<file path="config.mk">
export PLATFORM = sky130hd
export DESIGN_NAME = pipe_top
export DESIGN_NICKNAME = d
export VERILOG_FILES = /design/src/pipe_pkg.sv /design/src/commit_stage.sv /design/src/decode_stage.sv /design/src/fetch_fsm.sv /design/src/pipe_top.sv
export VERILOG_INCLUDE_DIRS = /design/src
export SDC_FILE = /design/constraint.sdc
export NUM_CORES = 1
export LEC_CHECK = 0
export BUFFER_PORTS_ARGS = -buffer_cell sky130_fd_sc_hd__clkbuf_2
export CELL_PAD_IN_SITES_DETAIL_PLACEMENT = 1
export CELL_PAD_IN_SITES_GLOBAL_PLACEMENT = 1
export CORE_MARGIN = 2
export CORE_UTILIZATION = 47
export CTS_CLUSTER_SIZE = 20
export DETAILED_ROUTE_END_ITERATION = 8
export PLACE_DENSITY = 0.86
export SYNTH_ARGS = -nofsm -noshare
export SYNTH_HDL_FRONTEND = slang
export SYNTH_HIERARCHICAL = 1
export SYNTH_SLANG_ARGS = --single-unit
export TNS_END_PERCENT = 30
</file>
<file path="constraint.sdc">
create_clock -name clock -period 10.1 [get_ports clock]
set_input_delay 2.525 -clock clock [delete_from_list [all_inputs] [get_ports clock]]
set_output_delay 2.525 -clock clock [all_outputs]
set_load 0.01 [all_outputs]
</file>
<file path="src/pipe_settings.svh">
// Width, register index, no-op word and opcode macros for the in-order pipeline
`ifndef PIPE_SETTINGS_SVH
`define PIPE_SETTINGS_SVH

//////////////////////////////////////////////////
// Datapath widths

// Address and NPC
`define PC_WIDTH        64
`define INST_WIDTH      32
// One memory word carries two instructions
`define MEM_WIDTH       64
`define REG_IDX_WIDTH   5
// Memory tag, 0 means none
`define TAG_WIDTH       4

//////////////////////////////////////////////////
// Registers and reset word

// Never written
`define ZERO_REG        5'd31
// bis $31,$31,$31
`define NOOP_INST       32'h47ff041f

//////////////////////////////////////////////////
// Opcodes

`define OP_WIDTH        6
`define OP_PAL          6'h00
`define OP_INTA         6'h10
`define OP_LDQ          6'h29
`define OP_STQ          6'h2d

// PAL function field, halt is function zero
`define PAL_FUNC_WIDTH  26
`define PAL_HALT        26'h0000000

`endif

</file>
<file path="src/pipe_pkg.sv">
// Package with the instruction word union and the bus, error and fetch state types
`include "pipe_settings.svh"

package pipe_pkg;

  // Memory format, also PAL with {ra, rb, disp} as function
  typedef struct packed {
    logic [`OP_WIDTH-1:0]      opcode;
    logic [`REG_IDX_WIDTH-1:0] ra;
    logic [`REG_IDX_WIDTH-1:0] rb;
    logic [15:0]               disp;
  } mem_fmt_t;

  // Operate format
  typedef struct packed {
    logic [`OP_WIDTH-1:0]      opcode;
    logic [`REG_IDX_WIDTH-1:0] ra;
    logic [`REG_IDX_WIDTH-1:0] rb;      // Literal high bits when is_lit
    logic [2:0]                lit_low;
    logic                      is_lit;
    logic [6:0]                func;
    logic [`REG_IDX_WIDTH-1:0] rc;
  } op_fmt_t;

  // Same 32 bits, view picked by opcode
  typedef union packed {
    mem_fmt_t mem_fmt;
    op_fmt_t  op_fmt;
  } inst_word_t;

  typedef enum logic [1:0] {
    BUS_NONE  = 2'h0,
    BUS_LOAD  = 2'h1,
    BUS_STORE = 2'h2     // Not driven by the front end
  } bus_cmd_t;

  typedef enum logic [3:0] {
    NO_ERROR          = 4'h0,
    HALTED_ON_HALT    = 4'h2,
    HALTED_ON_ILLEGAL = 4'h3
  } error_status_t;

  typedef enum logic [1:0] {
    REQUEST,
    WAIT,
    DELIVER,
    HALTED
  } fetch_state_t;

endpackage

</file>
<file path="src/commit_stage.sv">
// ID/commit register with in-order commit outputs and sticky halt/error status
`timescale 1ns/10ps
`include "pipe_settings.svh"

module commit_stage
(
  input  logic                      clock,
  input  logic                      reset,
  input  logic                      id_valid,
  input  logic [`INST_WIDTH-1:0]    id_ir,
  input  logic [`PC_WIDTH-1:0]      id_npc,
  input  logic [`REG_IDX_WIDTH-1:0] id_dest_idx,
  input  logic                      id_halt,
  input  logic                      id_illegal,
  output logic                      commit_valid,
  output logic [`PC_WIDTH-1:0]      commit_npc,
  output logic [`INST_WIDTH-1:0]    commit_ir,
  output logic [`REG_IDX_WIDTH-1:0] commit_wr_idx,
  output logic                      commit_wr_en,
  output pipe_pkg::error_status_t   error_status,
  output logic                      halted
);

  import pipe_pkg::*;

  logic take;   // Instruction commits this edge

  assign take = id_valid && !halted;

  //////////////////////////////////////////////////
  // Commit control and sticky status

  always_ff @(posedge clock)
  begin
    if (reset)
    begin
      commit_valid <= 1'b0;
      commit_wr_en <= 1'b0;
      error_status <= NO_ERROR;
      halted       <= 1'b0;
    end
    else
    begin
      commit_valid <= take;
      commit_wr_en <= take && (id_dest_idx != `ZERO_REG);
      if (take && id_illegal)
      begin
        error_status <= HALTED_ON_ILLEGAL;
        halted       <= 1'b1;
      end
      else if (take && id_halt)
      begin
        error_status <= HALTED_ON_HALT;
        halted       <= 1'b1;
      end
    end
  end

  // Committed instruction payload
  always_ff @(posedge clock)
  begin
    if (take)
    begin
      commit_npc    <= id_npc;
      commit_ir     <= id_ir;
      commit_wr_idx <= id_dest_idx;
    end
  end

  // Checks
  a_no_commit_after_halt: assert property (@(posedge clock) disable iff (reset)
    halted |=> !commit_valid);

endmodule

</file>
<file path="src/decode_stage.sv">
// IF/ID register and decoder for destination register, halt and illegal flags
`timescale 1ns/10ps
`include "pipe_settings.svh"

module decode_stage
(
  input  logic                     clock,
  input  logic                     reset,
  input  logic                     if_valid,
  input  logic [`INST_WIDTH-1:0]   if_ir,
  input  logic [`PC_WIDTH-1:0]     if_npc,
  output logic                     id_valid,
  output logic [`INST_WIDTH-1:0]   id_ir,
  output logic [`PC_WIDTH-1:0]     id_npc,
  output logic [`REG_IDX_WIDTH-1:0] id_dest_idx,
  output logic                     id_halt,
  output logic                     id_illegal
);

  import pipe_pkg::*;

  inst_word_t                 ir_q;
  logic [`PAL_FUNC_WIDTH-1:0] pal_func;
  logic [`REG_IDX_WIDTH-1:0]  dest_idx;
  logic                       is_halt;
  logic                       is_illegal;

  //////////////////////////////////////////////////
  // IF/ID register, never stalls

  always_ff @(posedge clock)
  begin
    if (reset)
    begin
      id_valid <= 1'b0;
      ir_q     <= `NOOP_INST;
    end
    else
    begin
      id_valid <= if_valid;
      ir_q     <= if_ir;
    end
  end

  always_ff @(posedge clock)
  begin
    id_npc <= if_npc;
  end

  //////////////////////////////////////////////////
  // Decode

  // PAL function spans everything below the opcode
  assign pal_func = {ir_q.mem_fmt.ra, ir_q.mem_fmt.rb, ir_q.mem_fmt.disp};

  always_comb
  begin
    dest_idx   = `ZERO_REG;
    is_halt    = 1'b0;
    is_illegal = 1'b0;
    case (ir_q.mem_fmt.opcode)
      `OP_INTA:
        dest_idx = ir_q.op_fmt.rc;
      `OP_LDQ:
        dest_idx = ir_q.mem_fmt.ra;
      `OP_STQ:
        dest_idx = `ZERO_REG;   // Nothing written back
      `OP_PAL:
      begin
        if (pal_func == `PAL_HALT)
          is_halt = 1'b1;
        else
          is_illegal = 1'b1;
      end
      default:
        is_illegal = 1'b1;      // Branches land here too
    endcase
  end

  assign id_ir       = ir_q;
  assign id_dest_idx = dest_idx;
  assign id_halt     = id_valid && is_halt;      // Empty slot flags nothing
  assign id_illegal  = id_valid && is_illegal;

  // Checks
  a_halt_xor_illegal: assert property (@(posedge clock) disable iff (reset)
    !(id_halt && id_illegal));

endmodule

</file>
<file path="src/fetch_fsm.sv">
// Fetch FSM with memory handshake, PC, held memory word and per-cycle instruction delivery
`timescale 1ns/10ps
`include "pipe_settings.svh"

module fetch_fsm
(
  input  logic                   clock,
  input  logic                   reset,
  input  logic                   halted,             // Sticky, from commit
  input  logic [`TAG_WIDTH-1:0]  mem2proc_response,  // Accepted tag, 0 is a refusal
  input  logic [`TAG_WIDTH-1:0]  mem2proc_tag,
  input  logic [`MEM_WIDTH-1:0]  mem2proc_data,
  output pipe_pkg::bus_cmd_t     proc2mem_command,
  output logic [`PC_WIDTH-1:0]   proc2mem_addr,
  output logic                   if_valid,
  output logic [`INST_WIDTH-1:0] if_ir,
  output logic [`PC_WIDTH-1:0]   if_npc
);

  import pipe_pkg::*;

  localparam logic [`PC_WIDTH-1:0] pc_step = 4;

  fetch_state_t          state;
  fetch_state_t          next_state;
  logic [`PC_WIDTH-1:0]  pc;
  logic [`PC_WIDTH-1:0]  pc_plus4;
  logic [`TAG_WIDTH-1:0] held_tag;
  logic [`MEM_WIDTH-1:0] held_word;
  logic                  accepted;
  logic                  tag_match;

  assign accepted  = (state == REQUEST) && (proc2mem_command == BUS_LOAD) &&
                     (mem2proc_response != '0);
  assign tag_match = (state == WAIT) && (mem2proc_tag == held_tag);
  assign pc_plus4  = pc + pc_step;

  //////////////////////////////////////////////////
  // Next state

  always_comb
  begin
    next_state = state;
    if (halted)
      next_state = HALTED;   // Drop whatever is still in flight
    else
    begin
      case (state)
        REQUEST:
          if (accepted)
            next_state = WAIT;
        WAIT:
          if (tag_match)
            next_state = DELIVER;
        DELIVER:
          if (pc[2])
            next_state = REQUEST;  // High half sent, go for the next word
        HALTED:
          next_state = HALTED;     // Left only through reset
      endcase
    end
  end

  //////////////////////////////////////////////////
  // Control registers and PC

  always_ff @(posedge clock)
  begin
    if (reset)
    begin
      state            <= REQUEST;
      pc               <= '0;
      held_tag         <= '0;
      proc2mem_command <= BUS_NONE;
    end
    else
    begin
      state            <= next_state;
      // LOAD stays up until a nonzero response
      proc2mem_command <= (next_state == REQUEST) ? BUS_LOAD : BUS_NONE;
      if (accepted)
        held_tag <= mem2proc_response;
      if (if_valid)
        pc <= pc_plus4;
    end
  end

  // Returned memory word
  always_ff @(posedge clock)
  begin
    if (tag_match)
      held_word <= mem2proc_data;
  end

  //////////////////////////////////////////////////
  // Outputs

  assign proc2mem_addr = {pc[`PC_WIDTH-1:3], 3'b000};
  assign if_valid      = (state == DELIVER);
  assign if_ir         = pc[2] ? held_word[`MEM_WIDTH-1:`INST_WIDTH]
                               : held_word[`INST_WIDTH-1:0];
  assign if_npc        = pc_plus4;

  // Checks
  a_load_in_request: assert property (@(posedge clock) disable iff (reset)
    (proc2mem_command == BUS_LOAD) |-> (state == REQUEST));

  a_addr_aligned: assert property (@(posedge clock) disable iff (reset)
    (proc2mem_command == BUS_LOAD) |-> (proc2mem_addr[2:0] == 3'b000));

  // Refused request comes back the next cycle, same word
  a_refused_repeat: assert property (@(posedge clock) disable iff (reset)
    ((proc2mem_command == BUS_LOAD) && (mem2proc_response == '0) && !halted)
      |=> ((proc2mem_command == BUS_LOAD) && $stable(proc2mem_addr)));

endmodule

</file>
<file path="src/pipe_top.sv">
// Top level of the fetch, decode and commit pipeline
`timescale 1ns/10ps
`include "pipe_settings.svh"

module pipe_top
(
  input  logic                      clock,
  input  logic                      reset,
  input  logic [`TAG_WIDTH-1:0]     mem2proc_response,
  input  logic [`TAG_WIDTH-1:0]     mem2proc_tag,
  input  logic [`MEM_WIDTH-1:0]     mem2proc_data,
  output pipe_pkg::bus_cmd_t        proc2mem_command,
  output logic [`PC_WIDTH-1:0]      proc2mem_addr,
  output logic                      commit_valid,
  output logic [`PC_WIDTH-1:0]      commit_npc,
  output logic [`INST_WIDTH-1:0]    commit_ir,
  output logic [`REG_IDX_WIDTH-1:0] commit_wr_idx,
  output logic                      commit_wr_en,
  output pipe_pkg::error_status_t   error_status
);

  // Fetch to decode
  logic                      if_valid;
  logic [`INST_WIDTH-1:0]    if_ir;
  logic [`PC_WIDTH-1:0]      if_npc;

  // Decode to commit
  logic                      id_valid;
  logic [`INST_WIDTH-1:0]    id_ir;
  logic [`PC_WIDTH-1:0]      id_npc;
  logic [`REG_IDX_WIDTH-1:0] id_dest_idx;
  logic                      id_halt;
  logic                      id_illegal;

  logic                      halted;   // Commit back to fetch

  fetch_fsm fetch_i
  (
    .clock(clock),                 .reset(reset),
    .halted(halted),
    .mem2proc_response(mem2proc_response),
    .mem2proc_tag(mem2proc_tag),   .mem2proc_data(mem2proc_data),
    .proc2mem_command(proc2mem_command),
    .proc2mem_addr(proc2mem_addr),
    .if_valid(if_valid),           .if_ir(if_ir),             .if_npc(if_npc)
  );

  decode_stage decode_i
  (
    .clock(clock),                 .reset(reset),
    .if_valid(if_valid),           .if_ir(if_ir),             .if_npc(if_npc),
    .id_valid(id_valid),           .id_ir(id_ir),             .id_npc(id_npc),
    .id_dest_idx(id_dest_idx),     .id_halt(id_halt),         .id_illegal(id_illegal)
  );

  commit_stage commit_i
  (
    .clock(clock),                 .reset(reset),
    .id_valid(id_valid),           .id_ir(id_ir),             .id_npc(id_npc),
    .id_dest_idx(id_dest_idx),     .id_halt(id_halt),         .id_illegal(id_illegal),
    .commit_valid(commit_valid),   .commit_npc(commit_npc),   .commit_ir(commit_ir),
    .commit_wr_idx(commit_wr_idx), .commit_wr_en(commit_wr_en),
    .error_status(error_status),   .halted(halted)
  );

endmodule

</file>
==> impl_metrics.xml <==
<?xml version="1.0" encoding="UTF-8"?>
<metrics>
  <group name="setup_path">
    <metric name="number_of_stages_on_the_worst_setup_path" unit="">1</metric>
    <metric name="crit_type" unit="">reg2out</metric>
    <metric name="worst-endpoint-arrival" unit="ns">1.36</metric>
    <metric name="critical_path.startpoint_type" unit="">flop</metric>
    <metric name="critical_path.endpoint_type" unit="">output pin</metric>
    <metric name="critical-path-top-delay-family" unit="">flip-flops</metric>
    <metric name="rr_endpoint" unit="">fetch_i/pc[60]</metric>
    <metric name="setup.reg_to_reg.worst_slack" unit="ns">6.39</metric>
    <metric name="crit_start" unit="">fetch_i/pc[9]</metric>
    <metric name="crit_buf_inv" unit="">1</metric>
    <metric name="r2r_start" unit="">fetch_i/pc[2]</metric>
    <metric name="critical_path_required" unit="ns">7.58</metric>
    <metric name="path_cells" unit="">clkbuf_2</metric>
    <metric name="timing.critical_path.to" unit="">proc2mem_addr[9]</metric>
    <metric name="worst_reg2reg_path_depth" unit="">6</metric>
    <metric name="path_max_fanout" unit="">9</metric>
    <metric name="crit_slowest_cell" unit="">sky130_fd_sc_hd__dfxtp_1</metric>
    <metric name="cpPeakStageDelay" unit="ns">0.62</metric>
  </group>
  <group name="yosys">
    <metric name="synth-edff-count" unit="">165</metric>
    <metric name="yosys_warning_total" unit="">6</metric>
    <metric name="synth_top_flop_cell" unit="">sky130_fd_sc_hd__dfxtp_1</metric>
    <metric name="netlist-cell-type-count" unit="">53</metric>
    <metric name="synthesis.area" unit="µm²">12740</metric>
    <metric name="yosysSeqAreaShare" unit="%">65.60</metric>
    <metric name="synth_area_leaders" unit="">sky130_fd_sc_hd__edfxtp_1, sky130_fd_sc_hd__dfxtp_1, sky130_fd_sc_hd__buf_4</metric>
    <metric name="asyncSetResetFlopFracSynth" unit="%">0</metric>
    <metric name="yosys.area.top_type_share" unit="%">38.89</metric>
    <metric name="synth_seq_cells" unit="">335</metric>
    <metric name="post-synth-top-area-cell" unit="">sky130_fd_sc_hd__edfxtp_1</metric>
    <metric name="netlist_instances" unit="">1017</metric>
    <metric name="synth_area_per_cell" unit="µm²">12.53</metric>
  </group>
  <group name="timing">
    <metric name="timing.setup.tns" unit="ns">0</metric>
    <metric name="rsz_0062_raised_after_global_routing" unit="">no</metric>
    <metric name="post-route-min-period" unit="ns">3.884</metric>
    <metric name="achievable-frequency" unit="MHz">257.5</metric>
    <metric name="worst_slew_margin_rel" unit="%">24.44</metric>
    <metric name="timing.final.setup_violations" unit="">0</metric>
    <metric name="finalClockSkew" unit="ns">0.02553</metric>
    <metric name="timing_worst_slew_pin_value" unit="ns">1.133</metric>
    <metric name="timing_hold_violations_final" unit="">0</metric>
    <metric name="drv_slew" unit="">0</metric>
    <metric name="post-route-period-util" unit="%">38.45</metric>
    <metric name="setup_slack" unit="ns">6.216</metric>
  </group>
  <group name="grt">
    <metric name="first_global_vias" unit="">8644</metric>
    <metric name="grt_first_pass_wirelength" unit="µm">48390</metric>
    <metric name="overflow" unit="">0</metric>
    <metric name="number_of_antenna_violations_at_the_first_check_in_global_routing" unit="">0</metric>
    <metric name="grt_max_degree" unit="">104</metric>
    <metric name="total_global_route_track_usage" unit="%">21.79</metric>
  </group>
  <group name="clock_network">
    <metric name="cts.clk_slew.worst_paths" unit="ns">0.06</metric>
    <metric name="post_cts_resize_count" unit="">0</metric>
    <metric name="post_cts_hold_buffer_count" unit="">0</metric>
    <metric name="clock_path_buffers" unit="">3</metric>
    <metric name="clock_tree.htree_level_count" unit="">2</metric>
    <metric name="post-cts-setup-buffers" unit="">0</metric>
    <metric name="worst_skew_pair.late_latency" unit="ns">0.52</metric>
    <metric name="tritoncts" unit="">yes</metric>
    <metric name="clock_sinks" unit="">335</metric>
    <metric name="cts_inserted_buffers" unit="">36</metric>
    <metric name="root_buffer" unit="">sky130_fd_sc_hd__clkbuf_16</metric>
  </group>
  <group name="pwr">
    <metric name="power.density_cell_area" unit="nW/µm²">189.0</metric>
    <metric name="max-vdd-ir-drop" unit="V">0.0001512</metric>
    <metric name="leakagePower" unit="nW">5.662</metric>
  </group>
  <group name="finish">
    <metric name="share_of_final_layout_standard_cells_stronger_than_drive_strength_1" unit="%">30.82</metric>
    <metric name="finalNonFillerCells" unit="">1561</metric>
    <metric name="design.final.nets" unit="">1267</metric>
    <metric name="antenna_cells" unit="">0</metric>
    <metric name="postLayoutCellArea" unit="µm²">14920</metric>
    <metric name="layout-area-overhead-vs-synth" unit="%">17.14</metric>
  </group>
  <group name="die">
    <metric name="std_cell_rows" unit="">60</metric>
    <metric name="start_util" unit="%">47.54</metric>
    <metric name="die_area" unit="µm²">28440</metric>
    <metric name="ios" unit="">247</metric>
    <metric name="die-width" unit="µm">168.6</metric>
    <metric name="area_inside_the_core_boundary" unit="µm²">26800</metric>
    <metric name="die_height" unit="µm">168.6</metric>
  </group>
  <group name="routing">
    <metric name="route.final.wire_length" unit="µm">31390</metric>
    <metric name="drt-vias-per-instance" unit="">5.359</metric>
    <metric name="route.detailed.drc" unit="">0</metric>
    <metric name="detailroute.via_count" unit="">8365</metric>
    <metric name="dr.pass1.iters" unit="">5</metric>
    <metric name="first_iter_violations" unit="">412</metric>
    <metric name="ant_nets" unit="">0</metric>
    <metric name="routed_wire_length_per_instance" unit="µm">20.11</metric>
  </group>
  <group name="outcome">
    <metric name="run_status" unit="">complete, no violations</metric>
  </group>
  <group name="placed_design">
    <metric name="pre_cts_slack" unit="ns">5.897</metric>
    <metric name="dpl-instance-area" unit="µm²">13730</metric>
    <metric name="post_placement_cell_count" unit="">1495</metric>
    <metric name="gp_congestion" unit="">0.8282</metric>
    <metric name="hpwl" unit="µm">21640</metric>
    <metric name="port-buffer-count" unit="">240</metric>
  </group>
  <group name="min_path">
    <metric name="holdCritPathClass" unit="">reg2reg</metric>
  </group>
  <group name="run">
    <metric name="max_cap_viol_count" unit="">0</metric>
  </group>
</metrics>
## area by class of cell
| type | instances | area, µm² |
|---|---|---|
| clock inverters | 24 | 212.7 |
| fillers | 2767 | 11880 |
| multi-input cells | 555 | 3628 |
| repair buffers | 244 | 1234 |
| inverters | 20 | 77.57 |
| clock buffers | 42 | 985.9 |
| flip-flops and latches | 335 | 8359 |
| well taps | 341 | 426.7 |
## report_power, final
part | total (W) | internal, W | switching [W]
logic | 0.0000605 | 0.0000269 | 0.0000336
clock network | 0.00131 | 0.000780 | 0.000533
registers | 0.00145 | 0.00144 | 0.0000115
## routing by layer
metal  routed length, µm  track usage (%)  part of all wire, %  vias to the layer above
li1                    -                -                    -                     3900
met1               12410            26.02                   40                     4137
met2               15970            38.70                   51                      273
met3                2162            5.424                  6.9                       55
met4                 860            6.972                  2.7                        0
met5                   0                0                    0                        -
## synthesized netlist by cell type (25+ instances only)
cell,n
sky130_fd_sc_hd__nand3_1,29
sky130_fd_sc_hd__xor2_1,51
sky130_fd_sc_hd__xnor2_1,37
sky130_fd_sc_hd__nor3_1,30
sky130_fd_sc_hd__edfxtp_1,165
sky130_fd_sc_hd__buf_4,70
sky130_fd_sc_hd__nor2_1,72
sky130_fd_sc_hd__nand4_1,34
sky130_fd_sc_hd__or3_1,25
sky130_fd_sc_hd__nand2_1,43
sky130_fd_sc_hd__mux2_2,34
sky130_fd_sc_hd__a21oi_1,37
sky130_fd_sc_hd__dfxtp_1,170
## flip-flops by register name, indices dropped and copies added, names as in the netlist, 2 cells and up
name                    cells
commit_i/commit_npc        64
decode_i/id_npc            64
commit_i/error_status       2
fetch_i/state               2
fetch_i/pc                 62
commit_i/commit_ir         32
fetch_i/held_word          64
decode_i/id_ir             32
fetch_i/held_tag            4
commit_i/commit_wr_idx      5
## layout by cell type, fill, tap and decap left out, types with 5 or more instances in the layout
cell,netlist,final
sky130_fd_sc_hd__mux2_2,34,34
sky130_fd_sc_hd__buf_4,70,5
sky130_fd_sc_hd__nor3_1,30,30
sky130_fd_sc_hd__o211ai_1,5,5
sky130_fd_sc_hd__clkbuf_16,0,38
sky130_fd_sc_hd__nor4_1,17,17
sky130_fd_sc_hd__nand4_1,34,34
sky130_fd_sc_hd__clkinv_2,0,8
sky130_fd_sc_hd__nand2_1,43,43
sky130_fd_sc_hd__inv_1,18,18
sky130_fd_sc_hd__conb_1,2,8
sky130_fd_sc_hd__a21oi_1,37,37
sky130_fd_sc_hd__nor2_1,72,71
sky130_fd_sc_hd__o21ai_0,21,21
sky130_fd_sc_hd__edfxtp_1,165,165
sky130_fd_sc_hd__nand3_1,29,29
sky130_fd_sc_hd__dfxtp_1,170,169
sky130_fd_sc_hd__nor2b_1,18,18
sky130_fd_sc_hd__or4_1,15,15
sky130_fd_sc_hd__xnor2_1,37,37
sky130_fd_sc_hd__and4_1,5,5
sky130_fd_sc_hd__or2_2,22,22
sky130_fd_sc_hd__o31ai_1,13,13
sky130_fd_sc_hd__clkinv_1,0,7
sky130_fd_sc_hd__xor2_1,51,51
sky130_fd_sc_hd__clkbuf_2,5,239
sky130_fd_sc_hd__or3_1,25,25
## worst min-delay path by stage
stage	from	end	slack (ns)	cells past startpoint
2_1_floorplan	decode_i/id_npc[0]	commit_i/commit_npc[0]	0.39	0
3_3_place_gp	decode_i/id_npc[0]	commit_i/commit_npc[0]	0.39	0
3_5_place_dp	decode_i/id_npc[38]	commit_i/commit_npc[38]	0.39	0
4_1_cts	decode_i/id_npc[9]	commit_i/commit_npc[9]	0.40	0
5_1_grt	decode_i/id_npc[9]	commit_i/commit_npc[9]	0.39	0
6_report	decode_i/id_npc[9]	commit_i/commit_npc[9]	0.40	0
## logic make-up after synthesis
| group | Yosys count | synth area share, % |
|---|---|---|
| flops | 335 | 65.60 |
| fa+ha+maj | 1 | 0.09819 |
| compound gates | 85 | 4.036 |
| simple gates | 336 | 14.76 |
| xor+xnor | 88 | 6.049 |
| buf+inv | 133 | 6.157 |
| other cells | 2 | 0.05894 |
| mux | 37 | 3.241 |
## per-stage QoR
stage / hold WS [ns] / power, W / utilization (%)
floorplan: 0.3855 / 0.001508 / -
global placement: 0.3856 / 0.001533 / 51.21
detailed placement: 0.3896 / 0.001538 / 51.21
CTS: 0.3973 / 0.002848 / 55.69
global route: 0.3933 / 0.002906 / 55.69
finish: 0.3974 / 0.002821 / 55.69
No activity file was read; power rests on OpenSTA's default activity.
